<file path="src/osc_wave_pkg.sv">
// Waveform types
`default_nettype none

package osc_wave_pkg;

  ////////////////////////////////////////////////////////////////////////////
  // Widths
  ////////////////////////////////////////////////////////////////////////////

  // Default sample resolution, same as DATA_WIDTH at the top level
  localparam int SAMPLE_WIDTH = 12;

  // Phase accumulator resolution, same as COUNTER_WIDTH at the top level
  localparam int PHASE_WIDTH = 16;

  ////////////////////////////////////////////////////////////////////////////
  // Types
  ////////////////////////////////////////////////////////////////////////////

  // Signed two's complement audio sample
  typedef logic signed [SAMPLE_WIDTH-1:0] sample_t;

  // Unsigned phase, wraps modulo 2^PHASE_WIDTH
  typedef logic [PHASE_WIDTH-1:0] phase_t;

  // Waveform enables
  // Bit 0 square, bit 1 sawtooth, bit 2 triangle
  typedef logic [2:0] wave_mask_t;

  // One sample towards the consumer
  typedef struct packed {
    logic    valid;
    sample_t data;
  } sample_out_t;

endpackage

`default_nettype wire

</file>
<file path="src/osc_cfg_pkg.sv">
// Oscillator register map
`default_nettype none

package osc_cfg_pkg;

  ////////////////////////////////////////////////////////////////////////////
  // Register port types
  ////////////////////////////////////////////////////////////////////////////

  typedef logic [3:0]  cfg_addr_t;
  typedef logic [15:0] cfg_data_t;

  // Counter-width configuration value (period, duty)
  typedef logic [15:0] cfg_count_t;

  // Right shift applied to one waveform in the mixer
  typedef logic [1:0] atten_t;

  ////////////////////////////////////////////////////////////////////////////
  // Register map
  ////////////////////////////////////////////////////////////////////////////

  // CTRL: bit 0 enable, bits 3:1 waveform mask
  localparam cfg_addr_t ADDR_CTRL       = 4'd0;
  // Square period in samples
  localparam cfg_addr_t ADDR_SQ_PERIOD  = 4'd1;
  // Sample index at which the square drops low
  localparam cfg_addr_t ADDR_SQ_DUTY    = 4'd2;
  // Phase increment per sample
  localparam cfg_addr_t ADDR_PHASE_STEP = 4'd3;
  // ATTEN: bits 1:0 square, 3:2 sawtooth, 5:4 triangle
  localparam cfg_addr_t ADDR_ATTEN      = 4'd4;

  localparam int CTRL_ENABLE_BIT = 0;
  localparam int CTRL_MASK_LSB   = 1;

  // Register write, accepted whenever valid is high
  typedef struct packed {
    logic      valid;
    cfg_addr_t addr;
    cfg_data_t data;
  } cfg_write_t;

  // Shift per waveform, square in the low bits as in the ATTEN register
  typedef struct packed {
    atten_t triangle;
    atten_t saw;
    atten_t square;
  } atten_cfg_t;

  // Full configuration seen by the datapath
  typedef struct packed {
    logic                    enable;
    osc_wave_pkg::wave_mask_t mask;
    cfg_count_t              sq_period;
    cfg_count_t              sq_duty;
    osc_wave_pkg::phase_t    phase_step;
    atten_cfg_t              atten;
  } osc_cfg_t;

endpackage

`default_nettype wire

</file>
<file path="src/osc_regs.sv">
// Configuration registers
`timescale 1ns/1ns
`default_nettype none

module osc_regs (
  input  logic                   clk,
  input  logic                   rst_n,
  input  osc_cfg_pkg::cfg_write_t cfg_write,
  output osc_cfg_pkg::osc_cfg_t   cfg
);

  import osc_cfg_pkg::*;
  import osc_wave_pkg::*;

  // Reset values of the square timing
  localparam cfg_count_t PERIOD_RESET = 16'd16;
  localparam cfg_count_t DUTY_RESET   = 16'd8;

  // One register per address
  logic       enable_q;
  wave_mask_t mask_q;
  cfg_count_t period_q;
  cfg_count_t duty_q;
  phase_t     phase_step_q;
  atten_cfg_t atten_q;

  ////////////////////////////////////////////////////////////////////////////
  // Write decode
  ////////////////////////////////////////////////////////////////////////////

  always_ff @(posedge clk or negedge rst_n) begin
    if (!rst_n) begin
      enable_q     <= 1'b0;
      mask_q       <= '0;
      period_q     <= PERIOD_RESET;
      duty_q       <= DUTY_RESET;
      phase_step_q <= '0;
      atten_q      <= '0;
    end else if (cfg_write.valid) begin
      // Unmapped addresses are ignored
      case (cfg_write.addr)
        ADDR_CTRL: begin
          enable_q <= cfg_write.data[CTRL_ENABLE_BIT];
          mask_q   <= cfg_write.data[CTRL_MASK_LSB +: 3];
        end
        ADDR_SQ_PERIOD:  period_q     <= cfg_write.data;
        ADDR_SQ_DUTY:    duty_q       <= cfg_write.data;
        ADDR_PHASE_STEP: phase_step_q <= cfg_write.data;
        // Three 2-bit shifts, square lowest
        ADDR_ATTEN:      atten_q      <= cfg_write.data[5:0];
        default: ;
      endcase
    end
  end

  // Registers straight onto the struct
  assign cfg = '{
    enable:     enable_q,
    mask:       mask_q,
    sq_period:  period_q,
    sq_duty:    duty_q,
    phase_step: phase_step_q,
    atten:      atten_q
  };

endmodule

`default_nettype wire

</file>
<file path="src/osc_square.sv">
// Square wave oscillator
`timescale 1ns/1ns
`default_nettype none

module osc_square #(
  parameter int DATA_WIDTH    = 12,
  parameter int COUNTER_WIDTH = 16
) (
  input  logic                      clk,
  input  logic                      rst_n,
  input  logic                      step,
  input  logic [COUNTER_WIDTH-1:0]  period,
  input  logic [COUNTER_WIDTH-1:0]  duty,
  output osc_wave_pkg::sample_t     square
);

  import osc_wave_pkg::*;

  // Full-scale signed levels
  localparam sample_t SQ_HIGH = {1'b0, {(DATA_WIDTH-1){1'b1}}};
  localparam sample_t SQ_LOW  = {1'b1, {(DATA_WIDTH-1){1'b0}}};

  // Samples since the start of the period
  logic [COUNTER_WIDTH-1:0] count_q;
  sample_t                  square_q;

  // Counter only moves when a sample leaves
  always_ff @(posedge clk or negedge rst_n) begin
    if (!rst_n) begin
      count_q  <= '0;
      square_q <= SQ_HIGH;
    end else if (step) begin
      count_q <= count_q + 1'b1;
      // End of the high part
      if (count_q == duty - 1'b1) begin
        square_q <= SQ_LOW;
      end
      // Period over, restart high; also catches a period shortened on the fly
      if (count_q >= period - 1'b1) begin
        count_q  <= '0;
        square_q <= SQ_HIGH;
      end
    end
  end

  assign square = square_q;

endmodule

`default_nettype wire

</file>
<file path="src/osc_phase.sv">
// Sawtooth and triangle oscillator
`timescale 1ns/1ns
`default_nettype none

module osc_phase #(
  parameter int DATA_WIDTH    = 12,
  parameter int COUNTER_WIDTH = 16
) (
  input  logic                  clk,
  input  logic                  rst_n,
  input  logic                  step,
  input  osc_wave_pkg::phase_t  phase_step,
  output osc_wave_pkg::sample_t saw,
  output osc_wave_pkg::sample_t triangle
);

  import osc_wave_pkg::*;

  phase_t phase_q;

  // Phase below the MSB, mirrored in the second half of the cycle
  logic [COUNTER_WIDTH-2:0] fold;

  ////////////////////////////////////////////////////////////////////////////
  // Accumulator
  ////////////////////////////////////////////////////////////////////////////

  // Natural wrap modulo 2^COUNTER_WIDTH
  always_ff @(posedge clk or negedge rst_n) begin
    if (!rst_n) begin
      phase_q <= '0;
    end else if (step) begin
      phase_q <= phase_q + phase_step;
    end
  end

  ////////////////////////////////////////////////////////////////////////////
  // Waveform shaping
  ////////////////////////////////////////////////////////////////////////////

  // Top bits as offset binary, flip MSB for two's complement
  assign saw = {~phase_q[COUNTER_WIDTH-1], phase_q[COUNTER_WIDTH-2 -: DATA_WIDTH-1]};

  // Rising ramp in the first half, falling in the second
  assign fold = phase_q[COUNTER_WIDTH-1] ? ~phase_q[COUNTER_WIDTH-2:0]
                                         : phase_q[COUNTER_WIDTH-2:0];

  // Same offset binary trick on the folded value
  assign triangle = {~fold[COUNTER_WIDTH-2], fold[COUNTER_WIDTH-3 -: DATA_WIDTH-1]};

endmodule

`default_nettype wire

</file>
<file path="src/wave_mixer.sv">
// Waveform mixer
`timescale 1ns/1ns
`default_nettype none

module wave_mixer #(
  parameter int DATA_WIDTH = 12
) (
  input  osc_wave_pkg::sample_t    square,
  input  osc_wave_pkg::sample_t    saw,
  input  osc_wave_pkg::sample_t    triangle,
  input  osc_wave_pkg::wave_mask_t mask,
  input  osc_cfg_pkg::atten_cfg_t  atten,
  output osc_wave_pkg::sample_t    mix_sample
);

  import osc_wave_pkg::*;
  import osc_cfg_pkg::*;

  // Two guard bits hold the sum of three full-scale inputs
  localparam int SUM_WIDTH = DATA_WIDTH + 2;

  // Saturation limits, sign extended to the sum width
  localparam logic signed [SUM_WIDTH-1:0] SAT_MAX = {3'b000, {(DATA_WIDTH-1){1'b1}}};
  localparam logic signed [SUM_WIDTH-1:0] SAT_MIN = {3'b111, {(DATA_WIDTH-1){1'b0}}};

  logic signed [SUM_WIDTH-1:0] sq_term;
  logic signed [SUM_WIDTH-1:0] saw_term;
  logic signed [SUM_WIDTH-1:0] tri_term;
  logic signed [SUM_WIDTH-1:0] sum;

  // Sign extend, then arithmetic shift; zero when the waveform is off
  function automatic logic signed [SUM_WIDTH-1:0] attenuate(
    input sample_t s,
    input atten_t  shift,
    input logic    en
  );
    logic signed [SUM_WIDTH-1:0] ext;
    ext = {{2{s[DATA_WIDTH-1]}}, s};
    ext = ext >>> shift;
    return en ? ext : '0;
  endfunction

  ////////////////////////////////////////////////////////////////////////////
  // Shift, sum, saturate
  ////////////////////////////////////////////////////////////////////////////

  assign sq_term  = attenuate(square,   atten.square,   mask[0]);
  assign saw_term = attenuate(saw,      atten.saw,      mask[1]);
  assign tri_term = attenuate(triangle, atten.triangle, mask[2]);

  assign sum = sq_term + saw_term + tri_term;

  // Clip to the signed DATA_WIDTH range
  always_comb begin
    if (sum > SAT_MAX) begin
      mix_sample = SAT_MAX[DATA_WIDTH-1:0];
    end else if (sum < SAT_MIN) begin
      mix_sample = SAT_MIN[DATA_WIDTH-1:0];
    end else begin
      mix_sample = sum[DATA_WIDTH-1:0];
    end
  end

endmodule

`default_nettype wire

</file>
<file path="src/sample_credit_tx.sv">
// Credit-based sample output
`timescale 1ns/1ns
`default_nettype none

module sample_credit_tx #(
  parameter int CREDITS_INIT = 4
) (
  input  logic                      clk,
  input  logic                      rst_n,
  input  logic                      enable,
  input  osc_wave_pkg::sample_t     mix_sample,
  input  logic                      credit_return,
  output logic                      step,
  output osc_wave_pkg::sample_out_t sample_out
);

  import osc_wave_pkg::*;

  // Wide enough to hold CREDITS_INIT itself
  localparam int CNT_WIDTH = $clog2(CREDITS_INIT + 1);

  logic [CNT_WIDTH-1:0] credits_q;
  logic                 send;
  logic                 valid_q;
  sample_t              data_q;

  // Send whenever the consumer has room
  assign send = enable && (credits_q != '0);

  // Oscillators move on the same edge that captures the sample
  assign step = send;

  ////////////////////////////////////////////////////////////////////////////
  // Credit counter
  ////////////////////////////////////////////////////////////////////////////

  // Send and return in one cycle cancel out
  always_ff @(posedge clk or negedge rst_n) begin
    if (!rst_n) begin
      credits_q <= CNT_WIDTH'(CREDITS_INIT);
    end else begin
      case ({send, credit_return})
        2'b10:   credits_q <= credits_q - 1'b1;
        2'b01:   credits_q <= credits_q + 1'b1;
        default: credits_q <= credits_q;
      endcase
    end
  end

  ////////////////////////////////////////////////////////////////////////////
  // Output register
  ////////////////////////////////////////////////////////////////////////////

  // Single-cycle valid per sample
  always_ff @(posedge clk or negedge rst_n) begin
    if (!rst_n) begin
      valid_q <= 1'b0;
    end else begin
      valid_q <= send;
    end
  end

  // Data only qualified by valid
  always_ff @(posedge clk) begin
    if (send) begin
      data_q <= mix_sample;
    end
  end

  assign sample_out = '{valid: valid_q, data: data_q};

endmodule

`default_nettype wire

</file>
<file path="src/osc_subsystem_top.sv">
// Oscillator subsystem top
`timescale 1ns/1ns
`default_nettype none

module osc_subsystem_top #(
  parameter int DATA_WIDTH    = 12,
  parameter int COUNTER_WIDTH = 16,
  parameter int CREDITS_INIT  = 4
) (
  input  logic                      clk,
  input  logic                      rst_n,
  input  osc_cfg_pkg::cfg_write_t   cfg_write,
  input  logic                      credit_return,
  output osc_wave_pkg::sample_out_t sample_out
);

  import osc_cfg_pkg::*;
  import osc_wave_pkg::*;

  osc_cfg_t cfg;

  // Advance strobe from the output stage
  logic    step;

  // Combinational waveform path
  sample_t square;
  sample_t saw;
  sample_t triangle;
  sample_t mix_sample;

  ////////////////////////////////////////////////////////////////////////////
  // Configuration
  ////////////////////////////////////////////////////////////////////////////

  osc_regs i_osc_regs (
    .clk       (clk),
    .rst_n     (rst_n),
    .cfg_write (cfg_write),
    .cfg       (cfg)
  );

  ////////////////////////////////////////////////////////////////////////////
  // Oscillators
  ////////////////////////////////////////////////////////////////////////////

  osc_square #(
    .DATA_WIDTH    (DATA_WIDTH),
    .COUNTER_WIDTH (COUNTER_WIDTH)
  ) i_osc_square (
    .clk    (clk),
    .rst_n  (rst_n),
    .step   (step),
    .period (cfg.sq_period),
    .duty   (cfg.sq_duty),
    .square (square)
  );

  osc_phase #(
    .DATA_WIDTH    (DATA_WIDTH),
    .COUNTER_WIDTH (COUNTER_WIDTH)
  ) i_osc_phase (
    .clk        (clk),
    .rst_n      (rst_n),
    .step       (step),
    .phase_step (cfg.phase_step),
    .saw        (saw),
    .triangle   (triangle)
  );

  ////////////////////////////////////////////////////////////////////////////
  // Mix and send
  ////////////////////////////////////////////////////////////////////////////

  wave_mixer #(
    .DATA_WIDTH (DATA_WIDTH)
  ) i_wave_mixer (
    .square     (square),
    .saw        (saw),
    .triangle   (triangle),
    .mask       (cfg.mask),
    .atten      (cfg.atten),
    .mix_sample (mix_sample)
  );

  sample_credit_tx #(
    .CREDITS_INIT (CREDITS_INIT)
  ) i_sample_credit_tx (
    .clk           (clk),
    .rst_n         (rst_n),
    .enable        (cfg.enable),
    .mix_sample    (mix_sample),
    .credit_return (credit_return),
    .step          (step),
    .sample_out    (sample_out)
  );

endmodule

`default_nettype wire

</file>
<file path="config.mk">
export PLATFORM = sky130hd
export DESIGN_NAME = osc_subsystem_top
export DESIGN_NICKNAME = d
export VERILOG_FILES = /design/src/osc_wave_pkg.sv /design/src/osc_cfg_pkg.sv /design/src/osc_regs.sv /design/src/osc_square.sv /design/src/osc_phase.sv /design/src/wave_mixer.sv /design/src/sample_credit_tx.sv /design/src/osc_subsystem_top.sv
export SDC_FILE = /design/constraint.sdc
export NUM_CORES = 1
export LEC_CHECK = 0
export BUFFER_PORTS_ARGS = -buffer_cell sky130_fd_sc_hd__buf_2
export CAP_MARGIN = 10
export CELL_PAD_IN_SITES_DETAIL_PLACEMENT = 1
export CELL_PAD_IN_SITES_GLOBAL_PLACEMENT = 1
export CORE_MARGIN = 5
export CORE_UTILIZATION = 40
export DETAILED_ROUTE_END_ITERATION = 10
export PLACE_DENSITY = 0.72
export SLEW_MARGIN = 20
export SYNTH_ARGS = -nofsm -noshare
export SYNTH_HDL_FRONTEND = slang
export SYNTH_SLANG_ARGS = --single-unit
</file>
<file path="constraint.sdc">
create_clock -name clk -period 10.22 [get_ports clk]
set_input_delay 0 -clock clk [delete_from_list [all_inputs] [get_ports clk]]
set_output_delay 0 -clock clk [all_outputs]
set_load 0.02 [all_outputs]
</file>
# Word-level counts from Yosys, hierarchy flattened
# Cells that the tools add are included.
# totals
regBits	118
input_bits	24
word_cells	58
# op_classes
add_sub_neg	8
magnitude_cmp	3
eq_ne	7
n_shift	3
mux	9
bitwise	3
n_reduce_logical	11
# op_table
op	count
$mux 14	3
$sshr 12x2->14	3
$mux 12	3
$sub 16x1->16 const B	2
$add 14x14->14	2
$add 16x1->16 const B	1
$add 16x16->16	1
$eq 16x16->1	1
$ge 16x16->1	1
$mux 16	1
$mux 15	1
$not 15->15	1
$gt 14x12->1 const B	1
$lt 14x12->1 const B	1
$reduce_and 2->1	6
$eq 4x2->1 const B	2
$pmux 3 s2	1
$eq 4x1->1 const B	1
$eq 4x3->1 const B	1
$logic_not 4->1	1
$reduce_bool 2->1	2
$add 3x1->3 const B	1
$reduce_bool 3->1	1
$sub 3x1->3 const B	1
other kinds (4)	5

# Depth between registers and ports, before layout
# Gate-level depths: netlist of the first run.
# depth
depth_word	8
ltp_mapped	16

# By module
# Synthesis of the first run repeated with hierarchy kept, for this count alone.
# unflattened
hier_cells	765
hier_area_um2	8267.9
# modules_own_cells
mod	n_inst	cells_each	area_per_inst_um2	seq_area_each_um2
osc_regs	1	128	2217.1	1453.9
osc_square	1	246	2083.2	451.7
wave_mixer	1	211	1918.1	0.0
osc_phase	1	153	1491.4	400.4
sample_credit_tx	1	27	558.0	461.7

# Worst setup path before layout of the first run
# No wires, ideal clock.
# synth_timing
path_type	reg2reg
start	register i_osc_regs.atten_q, in the netlist i_osc_regs.cfg[4]
end	register i_sample_credit_tx.data_q[0] (data pin)
arrival_ns	3.772
required_ns	9.952
setup_slack_ns	6.180
stages_incl_launch_ff	17
path_buffers	1
path_cell_list	dfrtp_1 > buf_1 > mux2i_1 > xor2_1 > mux2i_1 > nand2_1 > fa_1 > inv_1 > ha_1 > inv_1 > fa_1 > nor2b_1 > o2111ai_1 > a31oi_1 > mux2_2 > o21ai_2 > a21oi_1
# synth_via
elab_chain_len	5
word_cells_on_any_way	6
# synth_rtl
element	line_no	text
start: declaration	osc_regs.sv:25	atten_cfg_t atten_q;
start signal: assignment	osc_regs.sv:50	ADDR_ATTEN: atten_q <= cfg_write.data[5:0];
$sshr 12x2->14 (*)	wave_mixer.sv:39	ext = ext >>> shift;
$mux 14 (*)	wave_mixer.sv:40	return en ? ext : '0;
$add 14x14->14 (*)	wave_mixer.sv:51	assign sum = sq_term + saw_term + tri_term;
$lt 14x12->1	wave_mixer.sv:57	end else if (sum < SAT_MIN) begin
$mux 12	wave_mixer.sv:57	
end signal: assignment	sample_credit_tx.sv:66	data_q <= mix_sample;
end: declaration	sample_credit_tx.sv:25	sample_t data_q;
# Mark *: on every way between the ends. The rest lies on a longest branch, timed or not.
# A chain may end at the register's enable or synchronous reset.

# Worst setup path in the final report of the first run
# layout_timing
start	register i_osc_regs.atten_q, in the netlist i_osc_regs.cfg[4]
end	register i_sample_credit_tx.data_q[6] (data pin)
# The elaborated chain is that of the path after synthesis.

==> run_results.csv, run 1 <==
group,metric,value,unit
outcome,status,"finished clean",
global_route,antenna_found_initial,0,
layout,final_nets,923,
synthesis,synth-seq-cells,108,
placed_design,globalplace.congestion,0.835,
placed_design,portBuffers,36,
global_route,grt_max_degree,58,
cts,cts_buffers,9,
floorplanning,num_rows,51,
critical_path,r2r_cells,15,
cts,cts_tree,"yes",
floorplanning,die_x,151,um
layout,fill_cells,2193,
drt,via_count,6078,
cts,insertion_delay,0.37,ns
cts,htree_levels,3,
critical_path,r2r_start,"i_osc_regs.cfg[4]",
global_route,grt_pass1_wl,33500,um
cts,cts_setup_buffers,0,
timing,drv_slew,0,
synthesis,synth_compound_area_frac,0.125,
timing,fin_tns_setup,0,ns
critical_path,crit_path_start_kind,"flop",
global_route,first_global_vias,6558,
power,power_frac_seq,0.327,
drt,antenna_left,0,
floorplanning,die-height,151,um
timing,fmax,227,MHz
layout,final_common_cell,"dfrtp_1",
critical_path,crit_required,10.32,ns
power,p_total,2.40,mW
drt,totalWireLength,19600,um
layout,antenna_cells,0,
timing,skew,0.00958,ns
job,drv_cap,0,
cts,cts_root_buf,"clkbuf_16",
layout,final_cells,1107,
critical_path,r2r_slack,5.81,ns
synthesis,syn_area,7900,sq um
timing,whs,0.00143,ns
floorplanning,initial_core_util,0.406,
power,p_comb_frac,0.524,
timing,grt_setup_unrepaired,"no",
worst_hold_path,hold_depth,2,
timing,final.period_utilization,0.431,
power,powerDensity,273,nW/um^2
synthesis,synth_warnings,0,
power,p_leak,3.84,nW
synthesis,synth_fa_ha_area_frac,0.112,
critical_path,arrival,4.50,ns
timing,worst_slew_pin_slew,1.00,ns
floorplanning,core,19500,sq um
timing,setup_viol,0,
floorplanning,ios,37,
cts,cts_sinks,108,
global_route,gr-usage-all-layers,0.185,
power,p_int,1.32,mW
synthesis,syn_inst,799,
global_route,grt-ovfl-total,0,
synthesis,async_flop_share,0.889,
layout,final_cell_mix,"dfrtp_1 (92), nand2_1 (83), mux2_2 (63)",
power,p_clk_frac,0.149,
floorplanning,fp.dieArea,22700,sq um
critical_path,cp_slowest_cell,"dfrtp_1",
power,peakVddDrop,99.3,uV
synthesis,synth_edf_count,12,
synthesis,syn_nets,885,
synthesis,muxShareOfSynthArea,0.135,
drt,drt-pass1-iter-count,4,
critical_path,critPathMaxStageDelay,0.73,ns
critical_path,path_class,"flop to flop",
cts,cts_buffer_depth,2,
timing,fin_crit,4.41,ns
synthesis,synth-xor-area-share,0.0809,
critical_path,rr_endpoint,"i_sample_credit_tx.data_q[6]",
layout,layout-drive-gt1-share,0.166,
timing,slew_headroom,0.328,
synthesis,yosysSeqAreaShare,0.350,
synthesis,avgSynthCellArea,9.89,sq um
synthesis,synth.distinct_cells,67,
critical_path,cp-end-kind,"flop",
synthesis,synth_top_family_by_area,"simple AND/OR/NAND/NOR gates",
drt,wl_per_cell,17.7,um
critical_path,cp_max_fo,12,
placed_design,dp_cells,1076,
drt,viasPerCell,5.49,
drt,remaining_drc_errors,0,
power,switching_share,0.449,
layout,fin_util,0.451,
layout,syn_to_final_growth,11.1,%
worst_hold_path,hold_class,"primary input to flop",
placed_design,dpl.hpwl,15300,um
synthesis,synth_flop_cell,"dfrtp_1",
timing,hold_viol,0,
power,switching_power,1.08,mW
synthesis,synth-simple-area-share,0.160,
cts,cts.reportedPaths.clkPinSlew,0.08,ns
worst_hold_path,min_from,"cfg_write[2]",
worst_hold_path,whs_endpoint,"i_osc_regs.period_q[2]",
critical_path,crit_chain,"mux2i_1, xor2_1, mux2i_1, nand2_1, fa_1, inv_1, ha_1, inv_1, fa_1, nor2b_1, o2111ai_1, a31oi_1, mux2_2, o21ai_2, a21oi_1",
drt,drtIter0Drc,235,
[synthesized netlist by cell type, drive strengths merged (7+ instances only)]
master  count  area (sq um)
fa         15           300
nor3b      10          75.1
nand3      18          90.1
o211ai      8          60.1
a21oi      37           189
a21o       13          97.6
dfrtp      92          2300
mux2       65           732
o21ai      39           199
nand2      83           312
nor2       47           176
a31oi       9          56.3
nand4      10          68.8
nor3       11          66.3
mux2i      22           220
edfxtp     12           360
xor2       34           298
nor4       11           114
clkbuf     17          63.8
xnor2      39           342
a211oi      7          52.6
inv        43           161
ha         47           588
buf        11          62.6
and2        8          50.1
[worst max path at each step]
| stage | start | to | slack, ns | cells past startpoint |
|---|---|---|---|---|
| after floorplan | i_osc_regs.cfg[4] | i_sample_credit_tx.data_q[0] | 6.18 | 16 |
| after global placement | i_osc_phase.phase_q[15] | i_sample_credit_tx.data_q[0] | 6.01 | 14 |
| after detailed placement | i_osc_regs.cfg[4] | i_sample_credit_tx.data_q[6] | 5.87 | 15 |
| after CTS | i_osc_regs.cfg[4] | i_sample_credit_tx.data_q[6] | 5.82 | 15 |
| after global routing | i_osc_phase.phase_q[15] | i_sample_credit_tx.data_q[0] | 5.45 | 14 |
| final | i_osc_regs.cfg[4] | i_sample_credit_tx.data_q[6] | 5.81 | 15 |
[sequential cells by signal (all words and copies together), names as in the netlist]
signal	cells
i_osc_phase.phase_q	16
i_osc_regs.cfg	6
i_osc_regs.duty_q	16
i_osc_regs.enable_q	1
i_osc_regs.mask_q	3
i_osc_regs.period_q	16
i_osc_regs.phase_step_q	16
i_osc_square.count_q	16
i_osc_square.square	2
i_sample_credit_tx.credits_q	3
i_sample_credit_tx.data_q	12
i_sample_credit_tx.valid_q	1
[metrics by stage]
stage / setup WS, ns / instance area (sq um)
final: 5.81 / 8770
after global routing: 5.45 / 8770
after CTS: 5.82 / 8770
after detailed placement: 5.87 / 8330
after global placement: 6.01 / 8330
after floorplan: 6.18 / 7900
[final cells by class]
class / instances / area [sq um] / area share
Timing Repair Buffer: 55 / 363 / 0.0414
Clock inverter: 6 / 55.1 / 0.00627
Multi-Input combinational cell: 620 / 4860 / 0.554
Inverter: 43 / 161 / 0.0184
Clock buffer: 10 / 239 / 0.0272
Sequential cell: 108 / 2770 / 0.315
Tap cell: 265 / 332 / 0.0378
[power by group through the flow]
stage | Sequential [mW] | Combinational, mW | Clock, mW
floorplan | 0.740 | 0.978 | 0
global placement | 0.787 | 1.21 | 0
detailed placement | 0.794 | 1.26 | 0
CTS | 0.786 | 1.27 | 0.368
global route | 0.811 | 1.42 | 0.381
finish | 0.784 | 1.26 | 0.356
[cells by family after synthesis]
group | after synthesis
XOR/XNOR | 73
AND/OR/NAND/NOR | 241
multiplexers | 92
AO/OA/AOI/OAI | 152
flip-flops | 108
adder cells (fa/ha/maj) | 62
buffers and inverters | 71
[timing repair]
item                                   4_1_cts  5_1_grt
gates resized for setup                      0        0
endpoints found under the hold margin       87        0
hold buffers                                15        0
setup endpoints to repair                    0        0
[metal layers]
| metal | GRT usage | wire length [um] |
|---|---|---|
| met1 | 0.217 | 8270 |
| met2 | 0.355 | 10700 |
| met3 | 0.0250 | 345 |
| met4 | 0.0421 | 281 |
| met5 | 0 | 0 |
[critical path, delay by kind of cell, from the launching register on]
kind                     cells  cell delay, ns
flip-flops                   1            0.73
AND/OR/NAND/NOR              2            0.26
AO/OA/AOI/OAI                4            0.97
buffers and inverters        2            0.12
multiplexers                 3            0.92
adder cells (fa/ha/maj)      3            1.04
XOR/XNOR                     1            0.11
No activity file was read; power rests on OpenSTA's default activity.
==> inputs of run 2 (changes only) <==
==> constraint.sdc (replaced) <==
create_clock -name clk -period 4.2 [get_ports clk]
set_input_delay 0 -clock clk [delete_from_list [all_inputs] [get_ports clk]]
set_output_delay 0 -clock clk [all_outputs]
set_load 0.02 [all_outputs]
==> run_results.csv, run 2 (synthesis results as in run 1) <==
group,metric,value,unit
power,powerDensity,669,nW/um^2
timing,final.period_utilization,0.954,
placed_design,globalplace.congestion,0.853,
job,drv_cap,0,
global_route,grt_max_degree,62,
critical_path,cpLargestDelayFamily,"compound AO/OA/AOI/OAI gates",
timing,slew_headroom,0.384,
cts,cts_tree,"yes",
placed_design,portBuffers,36,
drt,drt-pass1-iter-count,4,
floorplanning,ios,37,
critical_path,crit_required,4.30,ns
drt,totalWireLength,19700,um
critical_path,crit_path_start_kind,"flop",
drt,via_count,6121,
critical_path,path_class,"flop to flop",
global_route,first_global_vias,6483,
cts,htree_levels,3,
layout,final_cell_mix,"dfrtp_1 (90), nand2_1 (83), mux2_2 (62)",
placed_design,dp_cells,1084,
power,p_clk_frac,0.146,
timing,grt_setup_unrepaired,"no",
timing,fin_tns_setup,0,ns
critical_path,critPathMaxStageDelay,0.56,ns
layout,final_common_cell,"dfrtp_1",
critical_path,cp_max_fo,8,
cts,cts_buffers,9,
worst_hold_path,hold_class,"primary input to flop",
drt,antenna_left,0,
timing,setup_viol,0,
worst_hold_path,min_from,"cfg_write[2]",
critical_path,cp-startpoint,"i_osc_regs.cfg[4]",
power,switching_power,2.67,mW
power,p_comb_frac,0.540,
layout,syn_to_final_growth,12.3,%
power,p_leak,3.88,nW
global_route,grt_pass1_wl,33000,um
layout,fin_util,0.456,
timing,fin_crit,4.01,ns
timing,fmax,250,MHz
global_route,grt-ovfl-total,0,
global_route,antenna_found_initial,0,
layout,antenna_cells,0,
drt,wl_per_cell,17.7,um
power,peakVddDrop,243,uV
cts,cts_buffer_depth,2,
power,switching_share,0.450,
layout,layout-drive-gt1-share,0.179,
floorplanning,core,19500,sq um
cts,insertion_delay,0.36,ns
drt,drtIter0Drc,242,
global_route,gr-usage-all-layers,0.183,
placed_design,dpl.hpwl,15100,um
layout,final_nets,931,
timing,hold_viol,0,
drt,remaining_drc_errors,0,
critical_path,cp-end-kind,"flop",
power,power_frac_seq,0.314,
floorplanning,die-height,151,um
floorplanning,die_x,151,um
drt,viasPerCell,5.49,
critical_path,r2r_start,"i_osc_regs.cfg[4]",
floorplanning,initial_core_util,0.406,
cts,cts_root_buf,"clkbuf_16",
cts,cts_setup_buffers,0,
critical_path,crit_chain,"buf_4, mux2i_1, xnor2_1, nand2_1, o21ai_0, nand2_1, fa_1, inv_1, ha_1, a21o_1, a22oi_2, a211o_1, nand4_1, o21ai_4, a21oi_1",
placed_design,place_ws,0.0268,ns
critical_path,path_buf_inv,2,
power,p_int,3.26,mW
timing,worst_slew_pin_slew,0.921,ns
cts,cts.reportedPaths.clkPinSlew,0.08,ns
critical_path,arrival,4.11,ns
timing,fin_ws,0.194,ns
cts,cts_sinks,108,
floorplanning,fp.dieArea,22700,sq um
timing,skew,0.00662,ns
outcome,status,"finished clean",
floorplanning,num_rows,51,
critical_path,crit_top_cell,"nand2_1",
layout,final_cells,1115,
critical_path,cp_slowest_cell,"fa_1",
timing,drv_slew,0,
-- run 2: path summary, 6_finish.rpt --
kind,to,slack (ns),cells after the start
max,i_sample_credit_tx.data_q[0],0.19,15
min,i_osc_regs.duty_q[2],0.004,2
max reg2reg,i_sample_credit_tx.data_q[0],0.19,15
min reg2reg,i_osc_phase.phase_q[0],0.50,2
max in group asynchronous,i_osc_regs.duty_q[3],2.92,3
min in group asynchronous,i_osc_square.count_q[13],0.26,2
-- run 2: layout make-up --
| class | instances | area, sq um |
|---|---|---|
| Sequential cell | 108 | 2770 |
| Clock buffer | 9 | 225 |
| Multi-Input combinational cell | 620 | 4890 |
| Fill cell | 2209 | 10600 |
| Inverter | 43 | 161 |
| Tap cell | 265 | 332 |
| Timing Repair Buffer | 63 | 423 |
| Clock inverter | 7 | 68.8 |
-- run 2: metrics by stage --
stage                     hold slack [ns]  total power [mW]  cell area [sq um]
after floorplan                    -0.296              4.18               7900
after global placement              0.151              4.91               8390
after detailed placement            0.150              5.03               8390
after CTS                         0.00639              5.94               8830
after global routing              0.00788              6.46               8870
final                             0.00396              5.93               8870
-- run 2: power by group through the flow --
stage	clock network (mW)	logic [mW]	registers, mW
global placement	0	3.03	1.87
floorplan	0	2.38	1.80
CTS	0.892	3.18	1.87
finish	0.865	3.20	1.87
global route	0.936	3.60	1.92
detailed placement	0	3.14	1.89
-- run 2: repair_timing --
item	4_1_cts	5_1_grt
resized for setup	0	7
hold buffers	15	0
hold endpoints to repair	107	0
endpoints found under the setup margin	0	11
-- run 2: layer usage --
metal | vias up | routed length, um | track usage
met2 | 61 | 10500 | 0.341
met5 | - | 0 | 0
met3 | 17 | 386 | 0.0259
met4 | 0 | 277 | 0.0444
li1 | 2974 | - | -
met1 | 3069 | 8550 | 0.221
